==> src/include/core_settings.svh <==
`ifndef CORE_SETTINGS_SVH
`define CORE_SETTINGS_SVH

// Architectural integer registers, x0 included.
`define NUM_AREGS 32

// Physical register file size, a power of two.
`define NUM_PREGS 64

// Reorder-buffer entries, a power of two.
`define ROB_DEPTH 16

`endif

==> src/hw/core_pkg.sv <==
`include "core_settings.svh"

package core_pkg;

   typedef logic [$clog2(`NUM_AREGS)-1:0] t_areg;

   typedef logic [$clog2(`NUM_PREGS)-1:0] t_preg;

   typedef logic [$clog2(`ROB_DEPTH)-1:0] t_rob_id;

   // Occupancy counters need one bit more than the index.
   typedef logic [$clog2(`NUM_PREGS):0] t_free_cnt;

   typedef logic [$clog2(`ROB_DEPTH):0] t_rob_cnt;

endpackage

==> src/hw/instr_pkg.sv <==
`include "core_settings.svh"

package instr_pkg;

   // Register fields in the encoding are sized by the register count.
   localparam int REG_FIELD_W = $clog2(`NUM_AREGS);

   typedef logic [31:0] t_instr_word;

   typedef struct packed {
      logic [6:0]             funct7;
      logic [REG_FIELD_W-1:0] rs2;
      logic [REG_FIELD_W-1:0] rs1;
      logic [2:0]             funct3;
      logic [REG_FIELD_W-1:0] rd;
      logic [6:0]             opcode;
   } t_r_form;

   typedef struct packed {
      logic [11:0]            imm12;
      logic [REG_FIELD_W-1:0] rs1;
      logic [2:0]             funct3;
      logic [REG_FIELD_W-1:0] rd;
      logic [6:0]             opcode;
   } t_i_form;

   // Bits 31:20 are funct7 and rs2 in one form, the immediate in the other.
   typedef union packed {
      t_r_form r;
      t_i_form i;
   } t_instr_union;

   typedef enum logic [3:0] {
      ALU_ADD = 4'd0,
      ALU_SUB = 4'd1,
      ALU_AND = 4'd2,
      ALU_OR  = 4'd3,
      ALU_XOR = 4'd4,
      ALU_SLT = 4'd5,
      ALU_SLL = 4'd6,
      ALU_SRL = 4'd7
   } t_alu_op;

   localparam logic [6:0] OPC_OP     = 7'b0110011;
   localparam logic [6:0] OPC_OP_IMM = 7'b0010011;

   // funct7 values seen in the supported R forms.
   localparam logic [6:0] F7_BASE = 7'b0000000;
   localparam logic [6:0] F7_ALT  = 7'b0100000;

endpackage

==> src/hw/alloc_stage.sv <==
`timescale 1ns/100ps

module alloc_stage (
   input  logic               clk,
   input  logic               reset,
   input  logic               stall,
   input  logic               ren_valid,
   input  instr_pkg::t_alu_op ren_op,
   input  core_pkg::t_areg    ren_rs1,
   input  core_pkg::t_areg    ren_rs2,
   input  logic               ren_use_rs2,
   input  logic [31:0]        ren_imm,
   input  logic               ren_illegal,
   input  core_pkg::t_preg    ren_psrc1,
   input  core_pkg::t_preg    ren_psrc2,
   input  core_pkg::t_preg    ren_pdst,
   input  core_pkg::t_rob_id  next_robid,
   output core_pkg::t_areg    src_areg1,
   output core_pkg::t_areg    src_areg2,
   input  logic               src_pdg1,
   input  logic               src_pdg2,
   input  core_pkg::t_rob_id  src_robid1,
   input  core_pkg::t_rob_id  src_robid2,
   output logic               alloc,
   output logic               disp_valid,
   output core_pkg::t_rob_id  disp_robid,
   output instr_pkg::t_alu_op disp_op,
   output logic [31:0]        disp_imm,
   output logic               disp_use_rs2,
   output logic               disp_illegal,
   output core_pkg::t_preg    disp_pdst,
   output core_pkg::t_preg    disp_psrc1,
   output core_pkg::t_preg    disp_psrc2,
   output logic               disp_pdg1,
   output logic               disp_pdg2,
   output core_pkg::t_rob_id  disp_src_robid1,
   output core_pkg::t_rob_id  disp_src_robid2
);

   // The tracker answers for both sources in the same cycle.
   assign src_areg1 = ren_rs1;
   assign src_areg2 = ren_rs2;

   // A valid instruction takes the ROB tail only when nothing stalls.
   assign alloc = ren_valid && !stall;

   always_ff @(posedge clk) begin
      if (reset) begin
         disp_valid <= 1'b0;
      end else begin
         disp_valid <= alloc;
      end
   end

   always_ff @(posedge clk) begin
      if (!stall) begin
         disp_robid      <= next_robid;
         disp_op         <= ren_op;
         disp_imm        <= ren_imm;
         disp_use_rs2    <= ren_use_rs2;
         disp_illegal    <= ren_illegal;
         disp_pdst       <= ren_pdst;
         disp_psrc1      <= ren_psrc1;
         disp_psrc2      <= ren_psrc2;
         disp_pdg1       <= src_pdg1;
         disp_pdg2       <= src_pdg2;
         disp_src_robid1 <= src_robid1;
         disp_src_robid2 <= src_robid2;
      end
   end

endmodule

==> src/hw/decode_stage.sv <==
`timescale 1ns/100ps

module decode_stage (
   input  logic                 clk,
   input  logic                 reset,
   input  logic                 stall,
   input  logic                 instr_valid,
   input  instr_pkg::t_instr_word instr_word,
   output logic                 dec_valid,
   output instr_pkg::t_alu_op   dec_op,
   output core_pkg::t_areg      dec_rd,
   output core_pkg::t_areg      dec_rs1,
   output core_pkg::t_areg      dec_rs2,
   output logic                 dec_use_rs2,
   output logic [31:0]          dec_imm,
   output logic                 dec_illegal
);

   import instr_pkg::*;
   import core_pkg::*;

   t_instr_union instr_u;
   t_alu_op      op_d;
   t_areg        rd_d;
   t_areg        rs1_d;
   t_areg        rs2_d;
   logic         use_rs2_d;
   logic [31:0]  imm_d;
   logic         illegal_d;
   logic         r_ok;
   logic         shift_ok;

   assign instr_u = instr_word;

   // Only the add/sub pair may use the alternate funct7.
   assign r_ok = (instr_u.r.funct7 == F7_BASE) ||
                 (instr_u.r.funct7 == F7_ALT && instr_u.r.funct3 == 3'b000);
   assign shift_ok = (instr_u.i.imm12[11:5] == F7_BASE);

   always_comb begin
      op_d      = ALU_ADD;
      rd_d      = '0;
      rs1_d     = '0;
      rs2_d     = '0;
      use_rs2_d = 1'b0;
      imm_d     = '0;
      illegal_d = 1'b1;
      if (instr_u.r.opcode == OPC_OP && r_ok) begin
         illegal_d = 1'b0;
         case (instr_u.r.funct3)
            3'b000:  op_d = (instr_u.r.funct7 == F7_ALT) ? ALU_SUB : ALU_ADD;
            3'b001:  op_d = ALU_SLL;
            3'b010:  op_d = ALU_SLT;
            3'b100:  op_d = ALU_XOR;
            3'b101:  op_d = ALU_SRL;
            3'b110:  op_d = ALU_OR;
            3'b111:  op_d = ALU_AND;
            default: illegal_d = 1'b1;
         endcase
         if (!illegal_d) begin
            rd_d      = instr_u.r.rd;
            rs1_d     = instr_u.r.rs1;
            rs2_d     = instr_u.r.rs2;
            use_rs2_d = 1'b1;
         end
      end else if (instr_u.i.opcode == OPC_OP_IMM) begin
         illegal_d = 1'b0;
         case (instr_u.i.funct3)
            3'b000:  op_d = ALU_ADD;
            3'b010:  op_d = ALU_SLT;
            3'b100:  op_d = ALU_XOR;
            3'b110:  op_d = ALU_OR;
            3'b111:  op_d = ALU_AND;
            3'b001:  op_d = ALU_SLL;
            3'b101:  op_d = ALU_SRL;
            default: illegal_d = 1'b1;
         endcase
         // Shift immediates carry only a shift amount.
         if ((instr_u.i.funct3 == 3'b001 || instr_u.i.funct3 == 3'b101) && !shift_ok) begin
            illegal_d = 1'b1;
         end
         if (!illegal_d) begin
            rd_d  = instr_u.i.rd;
            rs1_d = instr_u.i.rs1;
            imm_d = {{20{instr_u.i.imm12[11]}}, instr_u.i.imm12};
         end
      end
   end

   always_ff @(posedge clk) begin
      if (reset) begin
         dec_valid <= 1'b0;
      end else if (!stall) begin
         dec_valid <= instr_valid;
      end
   end

   always_ff @(posedge clk) begin
      if (!stall) begin
         dec_op      <= op_d;
         dec_rd      <= rd_d;
         dec_rs1     <= rs1_d;
         dec_rs2     <= rs2_d;
         dec_use_rs2 <= use_rs2_d;
         dec_imm     <= imm_d;
         dec_illegal <= illegal_d;
      end
   end

endmodule

==> src/hw/rename_alloc_top.sv <==
`timescale 1ns/100ps

module rename_alloc_top (
   input  logic                   clk,
   input  logic                   reset,
   input  logic                   instr_valid,
   input  instr_pkg::t_instr_word instr_word,
   output logic                   fe_ready,
   input  logic                   rs_stall,
   input  logic                   complete_valid,
   input  core_pkg::t_rob_id      complete_robid,
   output logic                   retire_valid,
   output core_pkg::t_rob_id      retire_robid,
   output logic                   disp_valid,
   output core_pkg::t_rob_id      disp_robid,
   output instr_pkg::t_alu_op     disp_op,
   output logic [31:0]            disp_imm,
   output logic                   disp_use_rs2,
   output logic                   disp_illegal,
   output core_pkg::t_preg        disp_pdst,
   output core_pkg::t_preg        disp_psrc1,
   output core_pkg::t_preg        disp_psrc2,
   output logic                   disp_pdg1,
   output logic                   disp_pdg2,
   output core_pkg::t_rob_id      disp_src_robid1,
   output core_pkg::t_rob_id      disp_src_robid2
);

   import instr_pkg::*;
   import core_pkg::*;

   logic        stall;
   logic        need_dest;

   // Decode to rename.
   logic        dec_valid;
   t_alu_op     dec_op;
   t_areg       dec_rd;
   t_areg       dec_rs1;
   t_areg       dec_rs2;
   logic        dec_use_rs2;
   logic [31:0] dec_imm;
   logic        dec_illegal;

   // Rename to alloc and tracker.
   logic        ren_valid;
   t_alu_op     ren_op;
   t_areg       ren_rd;
   t_areg       ren_rs1;
   t_areg       ren_rs2;
   logic        ren_use_rs2;
   logic [31:0] ren_imm;
   logic        ren_illegal;
   t_preg       ren_psrc1;
   t_preg       ren_psrc2;
   t_preg       ren_pdst;
   t_preg       ren_old_pdst;
   logic        ren_has_dest;

   // Alloc and tracker.
   t_rob_id     next_robid;
   t_areg       src_areg1;
   t_areg       src_areg2;
   logic        src_pdg1;
   logic        src_pdg2;
   t_rob_id     src_robid1;
   t_rob_id     src_robid2;
   logic        alloc;
   logic        rob_full;
   logic        free_empty;
   logic        free_valid;
   t_preg       free_preg;

   // Illegal words arrive with rd cleared, so rd alone tells.
   assign need_dest = dec_valid && (dec_rd != '0);

   // One stall level freezes all three stages together.
   assign stall    = rs_stall || rob_full || (free_empty && need_dest);
   assign fe_ready = !stall;

   decode_stage decode_stage_i (.*);

   rename_stage rename_stage_i (.*);

   alloc_stage alloc_stage_i (.*);

   rob_tracker rob_tracker_i (
      .*,
      .alloc_rd       (ren_rd),
      .alloc_has_dest (ren_has_dest),
      .alloc_old_pdst (ren_old_pdst)
   );

endmodule

==> src/hw/rename_stage.sv <==
`timescale 1ns/100ps

`include "core_settings.svh"

module rename_stage (
   input  logic               clk,
   input  logic               reset,
   input  logic               stall,
   input  logic               dec_valid,
   input  instr_pkg::t_alu_op dec_op,
   input  core_pkg::t_areg    dec_rd,
   input  core_pkg::t_areg    dec_rs1,
   input  core_pkg::t_areg    dec_rs2,
   input  logic               dec_use_rs2,
   input  logic [31:0]        dec_imm,
   input  logic               dec_illegal,
   input  logic               free_valid,
   input  core_pkg::t_preg    free_preg,
   output logic               free_empty,
   output logic               ren_valid,
   output instr_pkg::t_alu_op ren_op,
   output core_pkg::t_areg    ren_rd,
   output core_pkg::t_areg    ren_rs1,
   output core_pkg::t_areg    ren_rs2,
   output logic               ren_use_rs2,
   output logic [31:0]        ren_imm,
   output logic               ren_illegal,
   output core_pkg::t_preg    ren_psrc1,
   output core_pkg::t_preg    ren_psrc2,
   output core_pkg::t_preg    ren_pdst,
   output core_pkg::t_preg    ren_old_pdst,
   output logic               ren_has_dest
);

   import core_pkg::*;

   // Alias table and free-list storage.
   t_preg     rat      [`NUM_AREGS];
   t_preg     free_mem [`NUM_PREGS];
   t_preg     free_head;
   t_preg     free_tail;
   t_free_cnt free_count;
   logic      has_dest;
   logic      pop;

   // x0 keeps its fixed mapping.
   assign has_dest   = !dec_illegal && (dec_rd != '0);
   assign pop        = dec_valid && has_dest && !stall;
   assign free_empty = (free_count == '0);

   always_ff @(posedge clk) begin
      if (reset) begin
         for (int i = 0; i < `NUM_AREGS; i++) begin
            rat[i] <= t_preg'(i);
         end
         for (int i = 0; i < `NUM_PREGS - `NUM_AREGS; i++) begin
            free_mem[i] <= t_preg'(i + `NUM_AREGS);
         end
         free_head  <= '0;
         free_tail  <= t_preg'(`NUM_PREGS - `NUM_AREGS);
         free_count <= t_free_cnt'(`NUM_PREGS - `NUM_AREGS);
      end else begin
         if (pop) begin
            rat[dec_rd] <= free_mem[free_head];
            free_head   <= free_head + 1'b1;
         end
         if (free_valid) begin
            free_mem[free_tail] <= free_preg;
            free_tail           <= free_tail + 1'b1;
         end
         case ({pop, free_valid})
            2'b10:   free_count <= free_count - 1'b1;
            2'b01:   free_count <= free_count + 1'b1;
            default: free_count <= free_count;
         endcase
      end
   end

   always_ff @(posedge clk) begin
      if (reset) begin
         ren_valid <= 1'b0;
      end else if (!stall) begin
         ren_valid <= dec_valid;
      end
   end

   // Sources read the table before this instruction's own update lands.
   always_ff @(posedge clk) begin
      if (!stall) begin
         ren_op       <= dec_op;
         ren_rd       <= dec_rd;
         ren_rs1      <= dec_rs1;
         ren_rs2      <= dec_rs2;
         ren_use_rs2  <= dec_use_rs2;
         ren_imm      <= dec_imm;
         ren_illegal  <= dec_illegal;
         ren_psrc1    <= rat[dec_rs1];
         ren_psrc2    <= rat[dec_rs2];
         ren_pdst     <= has_dest ? free_mem[free_head] : '0;
         ren_old_pdst <= rat[dec_rd];
         ren_has_dest <= has_dest;
      end
   end

endmodule

==> src/hw/rob_tracker.sv <==
`timescale 1ns/100ps

`include "core_settings.svh"

module rob_tracker (
   input  logic              clk,
   input  logic              reset,
   input  logic              alloc,
   input  core_pkg::t_areg   alloc_rd,
   input  logic              alloc_has_dest,
   input  core_pkg::t_preg   alloc_old_pdst,
   output core_pkg::t_rob_id next_robid,
   output logic              rob_full,
   input  core_pkg::t_areg   src_areg1,
   input  core_pkg::t_areg   src_areg2,
   output logic              src_pdg1,
   output logic              src_pdg2,
   output core_pkg::t_rob_id src_robid1,
   output core_pkg::t_rob_id src_robid2,
   input  logic              complete_valid,
   input  core_pkg::t_rob_id complete_robid,
   output logic              retire_valid,
   output core_pkg::t_rob_id retire_robid,
   output logic              free_valid,
   output core_pkg::t_preg   free_preg
);

   import core_pkg::*;

   logic    rob_valid    [`ROB_DEPTH];
   logic    rob_complete [`ROB_DEPTH];
   logic    rob_has_dest [`ROB_DEPTH];
   t_preg   rob_old_pdst [`ROB_DEPTH];
   t_areg   rob_rd       [`ROB_DEPTH];

   // Last writer of each architectural register.
   logic    lw_valid [`NUM_AREGS];
   t_rob_id lw_robid [`NUM_AREGS];

   t_rob_id  head;
   t_rob_id  tail;
   t_rob_cnt count;
   logic     retire_now;
   logic     clear_lw;

   assign next_robid = tail;
   assign rob_full   = (count == t_rob_cnt'(`ROB_DEPTH));
   assign retire_now = rob_valid[head] && rob_complete[head];

   // Drop the last-writer link only if no younger writer replaced it.
   assign clear_lw = retire_now && rob_has_dest[head] &&
                     lw_valid[rob_rd[head]] && (lw_robid[rob_rd[head]] == head);

   assign src_pdg1   = (src_areg1 != '0) && lw_valid[src_areg1] &&
                       !rob_complete[lw_robid[src_areg1]];
   assign src_pdg2   = (src_areg2 != '0) && lw_valid[src_areg2] &&
                       !rob_complete[lw_robid[src_areg2]];
   assign src_robid1 = lw_robid[src_areg1];
   assign src_robid2 = lw_robid[src_areg2];

   always_ff @(posedge clk) begin
      if (reset) begin
         for (int i = 0; i < `ROB_DEPTH; i++) begin
            rob_valid[i]    <= 1'b0;
            rob_complete[i] <= 1'b0;
         end
         for (int i = 0; i < `NUM_AREGS; i++) begin
            lw_valid[i] <= 1'b0;
         end
         head         <= '0;
         tail         <= '0;
         count        <= '0;
         retire_valid <= 1'b0;
         free_valid   <= 1'b0;
      end else begin
         retire_valid <= retire_now;
         free_valid   <= retire_now && rob_has_dest[head];
         if (complete_valid) begin
            rob_complete[complete_robid] <= 1'b1;
         end
         if (retire_now) begin
            rob_valid[head] <= 1'b0;
            head            <= head + 1'b1;
         end
         if (clear_lw) begin
            lw_valid[rob_rd[head]] <= 1'b0;
         end
         // A new writer of the same register wins over the clear above.
         if (alloc) begin
            rob_valid[tail]    <= 1'b1;
            rob_complete[tail] <= 1'b0;
            tail               <= tail + 1'b1;
            if (alloc_has_dest) begin
               lw_valid[alloc_rd] <= 1'b1;
            end
         end
         case ({alloc, retire_now})
            2'b10:   count <= count + 1'b1;
            2'b01:   count <= count - 1'b1;
            default: count <= count;
         endcase
      end
   end

   always_ff @(posedge clk) begin
      if (alloc) begin
         rob_has_dest[tail] <= alloc_has_dest;
         rob_old_pdst[tail] <= alloc_old_pdst;
         rob_rd[tail]       <= alloc_rd;
         if (alloc_has_dest) begin
            lw_robid[alloc_rd] <= tail;
         end
      end
      if (retire_now) begin
         retire_robid <= head;
         free_preg    <= rob_old_pdst[head];
      end
   end

endmodule

==> config.mk <==
export PLATFORM = sky130hd
export DESIGN_NAME = rename_alloc_top
export DESIGN_NICKNAME = d
export VERILOG_FILES = /design/src/hw/core_pkg.sv /design/src/hw/instr_pkg.sv /design/src/hw/alloc_stage.sv /design/src/hw/decode_stage.sv /design/src/hw/rename_alloc_top.sv /design/src/hw/rename_stage.sv /design/src/hw/rob_tracker.sv
export VERILOG_INCLUDE_DIRS = /design/src /design/src/include
export SDC_FILE = /design/constraint.sdc
export NUM_CORES = 2
export LEC_CHECK = 0
export BUFFER_PORTS_ARGS = -buffer_cell sky130_fd_sc_hd__clkbuf_2
export CAP_MARGIN = 15
export CORE_MARGIN = 5
export CORE_UTILIZATION = 55
export DETAILED_ROUTE_END_ITERATION = 10
export GPL_ROUTABILITY_DRIVEN = 0
export PLACE_DENSITY = 0.71
export SYNTH_ARGS = -nofsm -noshare
export SYNTH_HDL_FRONTEND = slang
export SYNTH_SLANG_ARGS = --single-unit
export TNS_END_PERCENT = 10
==> constraint.sdc <==
create_clock -name clk -period 15.1 [get_ports clk]
set_input_delay 2.265 -clock clk [delete_from_list [all_inputs] [get_ports clk]]
set_output_delay 2.265 -clock clk [all_outputs]
set_load 0.01 [all_outputs]
# After elaboration in Yosys (flattened, before gate mapping)
# Memory sizes are Yosys's and may differ from the RTL's. A register that Yosys moved wholly into a read port is not among the register bits.
# Index checks and enable logic that the tools add are counted.
# op_classes
addsub	8
reduce_logical	48
mux	87
eq_ne	15
n_bitwise	2
# ops
operator	n
5-bit two-way mux	15
4-bit two-way mux	14
1-bit two-way mux	49
6-bit two-way mux	5
4-bit case mux with 7 select lines	1
3-bit case mux with 6 select lines	1
1-bit logical AND	17
5-bit nonzero test	3
7-bit by 6-bit == test with 1-bit output (second input constant)	2
7-bit zero test	2
7-bit case mux with 2 select lines	1
6-bit by 1-bit adder with 6-bit output (second input constant)	2
3-bit == test (second input constant)	4
6-bit OR reduction	2
5-bit case mux with 2 select lines	1
4-bit by 1-bit adder with 4-bit output (second input constant)	2
1-bit zero test	8
7-bit by 1-bit adder with 7-bit output (second input constant)	1
7-bit by 5-bit == test with 1-bit output (second input constant)	1
7-bit OR reduction	1
7-bit by 1-bit subtractor with 7-bit output (second input constant)	1
1-bit OR reduction	6
5-bit by 1-bit adder with 5-bit output (second input constant)	1
5-bit == test (second input constant)	1
12 further kinds	19
# totals
elab_cells	209
ram_bits	960
mem_count	9
reg_bits	164
in_bits	41
# mem_list
memory	depth	word_bits	rd	rd_ports_with_merged_regs	wr	line_no	text
rename_stage_i.free_mem	64	6	1	1	32	rename_stage.sv:39	t_preg free_mem [`NUM_PREGS];
rename_stage_i.rat	32	6	3	3	32	rename_stage.sv:38	t_preg rat [`NUM_AREGS];
rob_tracker_i.lw_robid	32	4	3	2	1	rob_tracker.sv:38	t_rob_id lw_robid [`NUM_AREGS];
rob_tracker_i.rob_old_pdst	16	6	1	1	1	rob_tracker.sv:33	t_preg rob_old_pdst [`ROB_DEPTH];
rob_tracker_i.rob_rd	16	5	1	1	1	rob_tracker.sv:34	t_areg rob_rd [`ROB_DEPTH];
rob_tracker_i.lw_valid	32	1	3	2	32	rob_tracker.sv:37	logic lw_valid [`NUM_AREGS];
3 more memories	-	-	-	-	-	-	

# Logic depth before layout (Yosys ltp)
# logic_depth
word_depth	11
ltp_mapped	18
ltp_nobuf	16

# Cells and area by module
# A second synthesis with hierarchy kept.
# hier_totals
cells_unflattened	3546
area_unflattened_um2	55201.7
# modules_own_cells
module	n_inst	seq_area_each_um2	area_each_um2	cells_each
rename_stage	1	20159.3	31377.6	1971
rob_tracker	1	11571.1	20010.4	1364
alloc_stage	1	2122.0	2219.6	84
decode_stage	1	980.9	1556.5	122
rename_alloc_top	1	0.0	37.5	5

# Least setup slack after synthesis
# OpenSTA, ideal clock, no wires.
# synth_timing
path_kind	input -> output
from	in rs_stall
to	out fe_ready
t_arrival_ps	6891
path_slack_ps	5944
cell_stages	2
t_required_ps	12835
path_buffers	1
path_cell_list	a221oi_1 -> clkbuf_1
# synth_via
elab_chain_cells	3
# synth_lines
element	line_no	text
start, declared	rename_alloc_top.sv:9	input logic rs_stall,
1-bit logical OR (2 in series)	rename_alloc_top.sv:78	assign stall = rs_stall || rob_full || (free_empty && need_dest);
1-bit zero test	-	
end, declared	rename_alloc_top.sv:8	output logic fe_ready,
# No other way between the ends.

==> summary.txt <==
Clock tree
  – Worst-path clk slew: 0.06 ns
  – CTS root buf: clkbuf_16
  – Longest Clk Path Bufs: 3
  – Worst skew pair latency: 0.71 ns
  – Num CTS Buffers: 116
  – Htree depth: 3
  – Hold buffer count at cts: 0
  – CTS resizes: 0
  – CTS tree: done
  – Setup Buffers After CTS: 0
  – CTS Sinks: 1165

Synthesis
  – Post-synth ARST share: 0
  – Post-synthesis xor/xnor area fraction: 0.00435
  – EDFF count, synth: 1044
  – Synth Area in Adders: 0.00537
  – Simple-gate share of the synthesized area: 0.0920
  – Syn avg cell area: 15.3 um2
  – Gate count after technology mapping: 3531
  – Seq/Total Area, Yosys: 0.624
  – Post-Syn Area: 54100 um2
  – Largest family of logic cells by synthesized area: multiplexers
  – Synth area leader: edfxtp_1
  – Prevailing post-synth register cell: edfxtp_1
  – Most numerous cell in the Yosys netlist: edfxtp_1
  – Yosys reg bits: 1165
  – Commonest cells post-synth: edfxtp_1 (1044), mux4_2 (441), nand2_1 (323)
  – Synth warn: 0
  – Area contributors post-synth: edfxtp_1 (58%), mux4_2 (18%), dfxtp_1 (4.5%)
  – Compound-Gate Fraction of Synth Area: 0.0387
  – Synth top area share: 0.580
  – Distinct cells, synth: 75
  – Mux contribution to synthesized area: 0.208

Finish
  – Final design utilization: 0.610
  – P&R area growth vs syn: 10.4%
  – Final Non-Filler Cells: 4952
  – Layout cells sized above 1: 0.249
  – Post-layout nets: 3629

Route
  – Number of routed nets with antenna violations: 0
  – DR WL/cell: 28.6 um
  – Total Wirelength: 142000 um
  – Drt first pass iters: 6
  – DRC: 0
  – Total number of vias: 33100
  – First DRT Iteration DRCs: 4526
  – Vias per cell: 6.69

Run status
  – Status: completed

Place
  – HPWL Detailed: 91100 um
  – Cell total after placement: 4734
  – Buffers on Ports: 116

STA
  – Final setup viols: 0
  – Period utilisation layout: 0.395
  – Max Slew Vio Count: 0
  – Final Hold Viols: 0
  – Slew headroom: 0.237
  – Max Fclk: 168 MHz
  – RSZ-0062 raised after global routing: false
  – Setup TNS: 0 ns
  – Worst-Margin Slew: 1.14 ns
  – Minimum clock period: 5.97 ns
  – Worst Skew: 0.0293 ns

Global routing
  – Total global-route track usage: 0.271
  – Initial antenna violation count: 2
  – Largest net degree at the start of global routing: 93
  – Vias in the first global route: 32400
  – Met1 Use GR: 0.390
  – Routing usage on met2: 0.422
  – GRT busiest layer: met2
  – Total congestion overflow: 0
  – Met3 usage: 0.0574
  – Global-route wire length before repair: 212000 um

Floorplan
  – I/O pin total: 118
  – Row cnt: 115
  – Core area: 98000 um2
  – Die Ht: 324 um
  – Full die area: 105000 um2
  – Initial Util: 0.552
  – Die Wd: 324 um

Critical path
  – Crit end category: flop
  – CP max stage delay: 0.76 ns
  – Buf/Inv on CP: 2
  – Worst path top cell family by delay: simple AND/OR/NAND/NOR gates
  – CP Data Required Time: 15.65 ns
  – Crit-path slowest cell: nor4_4
  – CP startpoint kind: flop
  – Crit path max fanout: 43
  – Arrival time worst endpoint: 6.52 ns
  – Worst setup path class: flop to flop
  – Crit-path cells: buf_4, mux4_1, mux2i_2, nand2_1, nand2_1, buf_4, a211oi_1, a31oi_1, o221ai_1, nor4_1, nand3_1, nor4_4, a31oi_1

Power and ir drop
  – Leakage: 18.7 nW
  – IR drop worst, VDD: 0.0874 mV
  – PD cells: 114 nW/um2

Job
  – Max-Cap Viols: 0

Hold path
  – Type of the worst min-delay path: flop to flop
-- final cells by class --
class,instances,area [um2]
clock buffer,152,3170
clock inverter,64,752
timing repair buffer,196,1200
sequential,1165,33800
antenna,1,2.50
inverter,60,226
multi-input combinational,2027,19000
tap,1287,1610
fill,7109,38200
-- sequential cells by signal (all words and copies together), names as in the netlist, 6 cells and up, named ones only --
register                     cells
alloc_stage_i.disp_imm          12
alloc_stage_i.disp_pdst          6
alloc_stage_i.disp_psrc1         6
alloc_stage_i.disp_psrc2         6
decode_stage_i.dec_imm          12
rename_stage_i.free_count        7
rename_stage_i.free_head         6
rename_stage_i.free_mem        384
rename_stage_i.free_tail         6
rename_stage_i.rat             192
rename_stage_i.ren_imm          12
rename_stage_i.ren_old_pdst      6
rename_stage_i.ren_pdst          6
rename_stage_i.ren_psrc1         6
rename_stage_i.ren_psrc2         6
rob_tracker_i.free_preg          6
rob_tracker_i.lw_robid         128
rob_tracker_i.lw_valid          32
rob_tracker_i.rob_complete      16
rob_tracker_i.rob_has_dest      16
rob_tracker_i.rob_old_pdst      96
rob_tracker_i.rob_rd            80
rob_tracker_i.rob_valid         16
-- per-layer routing --
metal,wire [um],share of wire
met5,7,0.000049
met4,5290,0.037
met3,16200,0.11
met2,66400,0.47
met1,53800,0.38
-- logic make-up after synthesis --
group,Yosys count
muxes,566
DFF,1165
adders and majority gates,22
buffers and inverters,345
other,1
xor gates and xnor gates,26
AOI/OAI and AO/OA,345
and+or+nand+nor,1061
-- final timing paths --
| path | start | end | slack [ns] | cells after the start |
|---|---|---|---|---|
| worst min register to register | rename_stage_i.ren_imm[3] | alloc_stage_i.disp_imm[3] | 0.41 | 0 |
| worst min-delay path | rename_stage_i.ren_imm[3] | alloc_stage_i.disp_imm[3] | 0.41 | 0 |
| worst max-delay path | flop | rob_tracker_i.lw_valid[4] | 9.13 | 13 |
| worst max register to register | flop | rob_tracker_i.lw_valid[4] | 9.13 | 13 |
-- worst reg2reg max path, stage by stage (launching register included) --
cell and delay (ns):
dfxtp_2 0.41, buf_4 0.55, mux4_1 0.71, mux2i_2 0.35
nand2_1 0.68, nand2_1 0.57, buf_4 0.40, a211oi_1 0.14
a31oi_1 0.16, o221ai_1 0.16, nor4_1 0.37, nand3_1 0.39
nor4_4 0.76, a31oi_1 0.17
-- power by group --
group / total, mW / switching [mW] / internal (mW)
clock: 2.97 / 1.24 / 1.73
sequential: 3.57 / 0.0380 / 3.54
combinational: 0.248 / 0.152 / 0.0956
-- metrics by stage --
step                      power, mW  setup slack [ns]  hold slack (ns)  instance area (um2)
after floorplan                3.79              5.94            0.400                54100
after global placement         3.88              9.22            0.400                55800
after detailed placement       3.89              9.08            0.405                55800
after CTS                      6.82              9.19            0.415                59700
after global routing           6.98              8.83            0.423                59700
final                          6.79              9.13            0.409                59700
-- layout by cell type, fill, tap and decap left out, drive strengths merged, types with 8 or more instances in the layout --
cell type / netlist / final
a21oi: 81 / 81
mux4: 442 / 442
o21ai: 120 / 120
nand4: 27 / 27
and2: 62 / 62
o22ai: 8 / 8
ha: 20 / 20
and3: 28 / 28
nand3: 79 / 79
nor4: 10 / 10
bufinv: 0 / 15
a211oi: 23 / 23
nand2: 324 / 324
xnor2: 10 / 10
xor2: 16 / 16
edfxtp: 1044 / 1044
a22oi: 29 / 29
buf: 97 / 81
clkbuf: 188 / 267
or2: 15 / 15
or3: 73 / 73
mux2i: 77 / 77
nor3: 77 / 77
nand2b: 14 / 14
nor2b: 16 / 16
mux2: 47 / 47
dfxtp: 121 / 121
inv: 57 / 61
nor2: 313 / 313
a31oi: 33 / 33
clkinv: 3 / 41
Note: power is estimated with default switching activity, not from simulation.
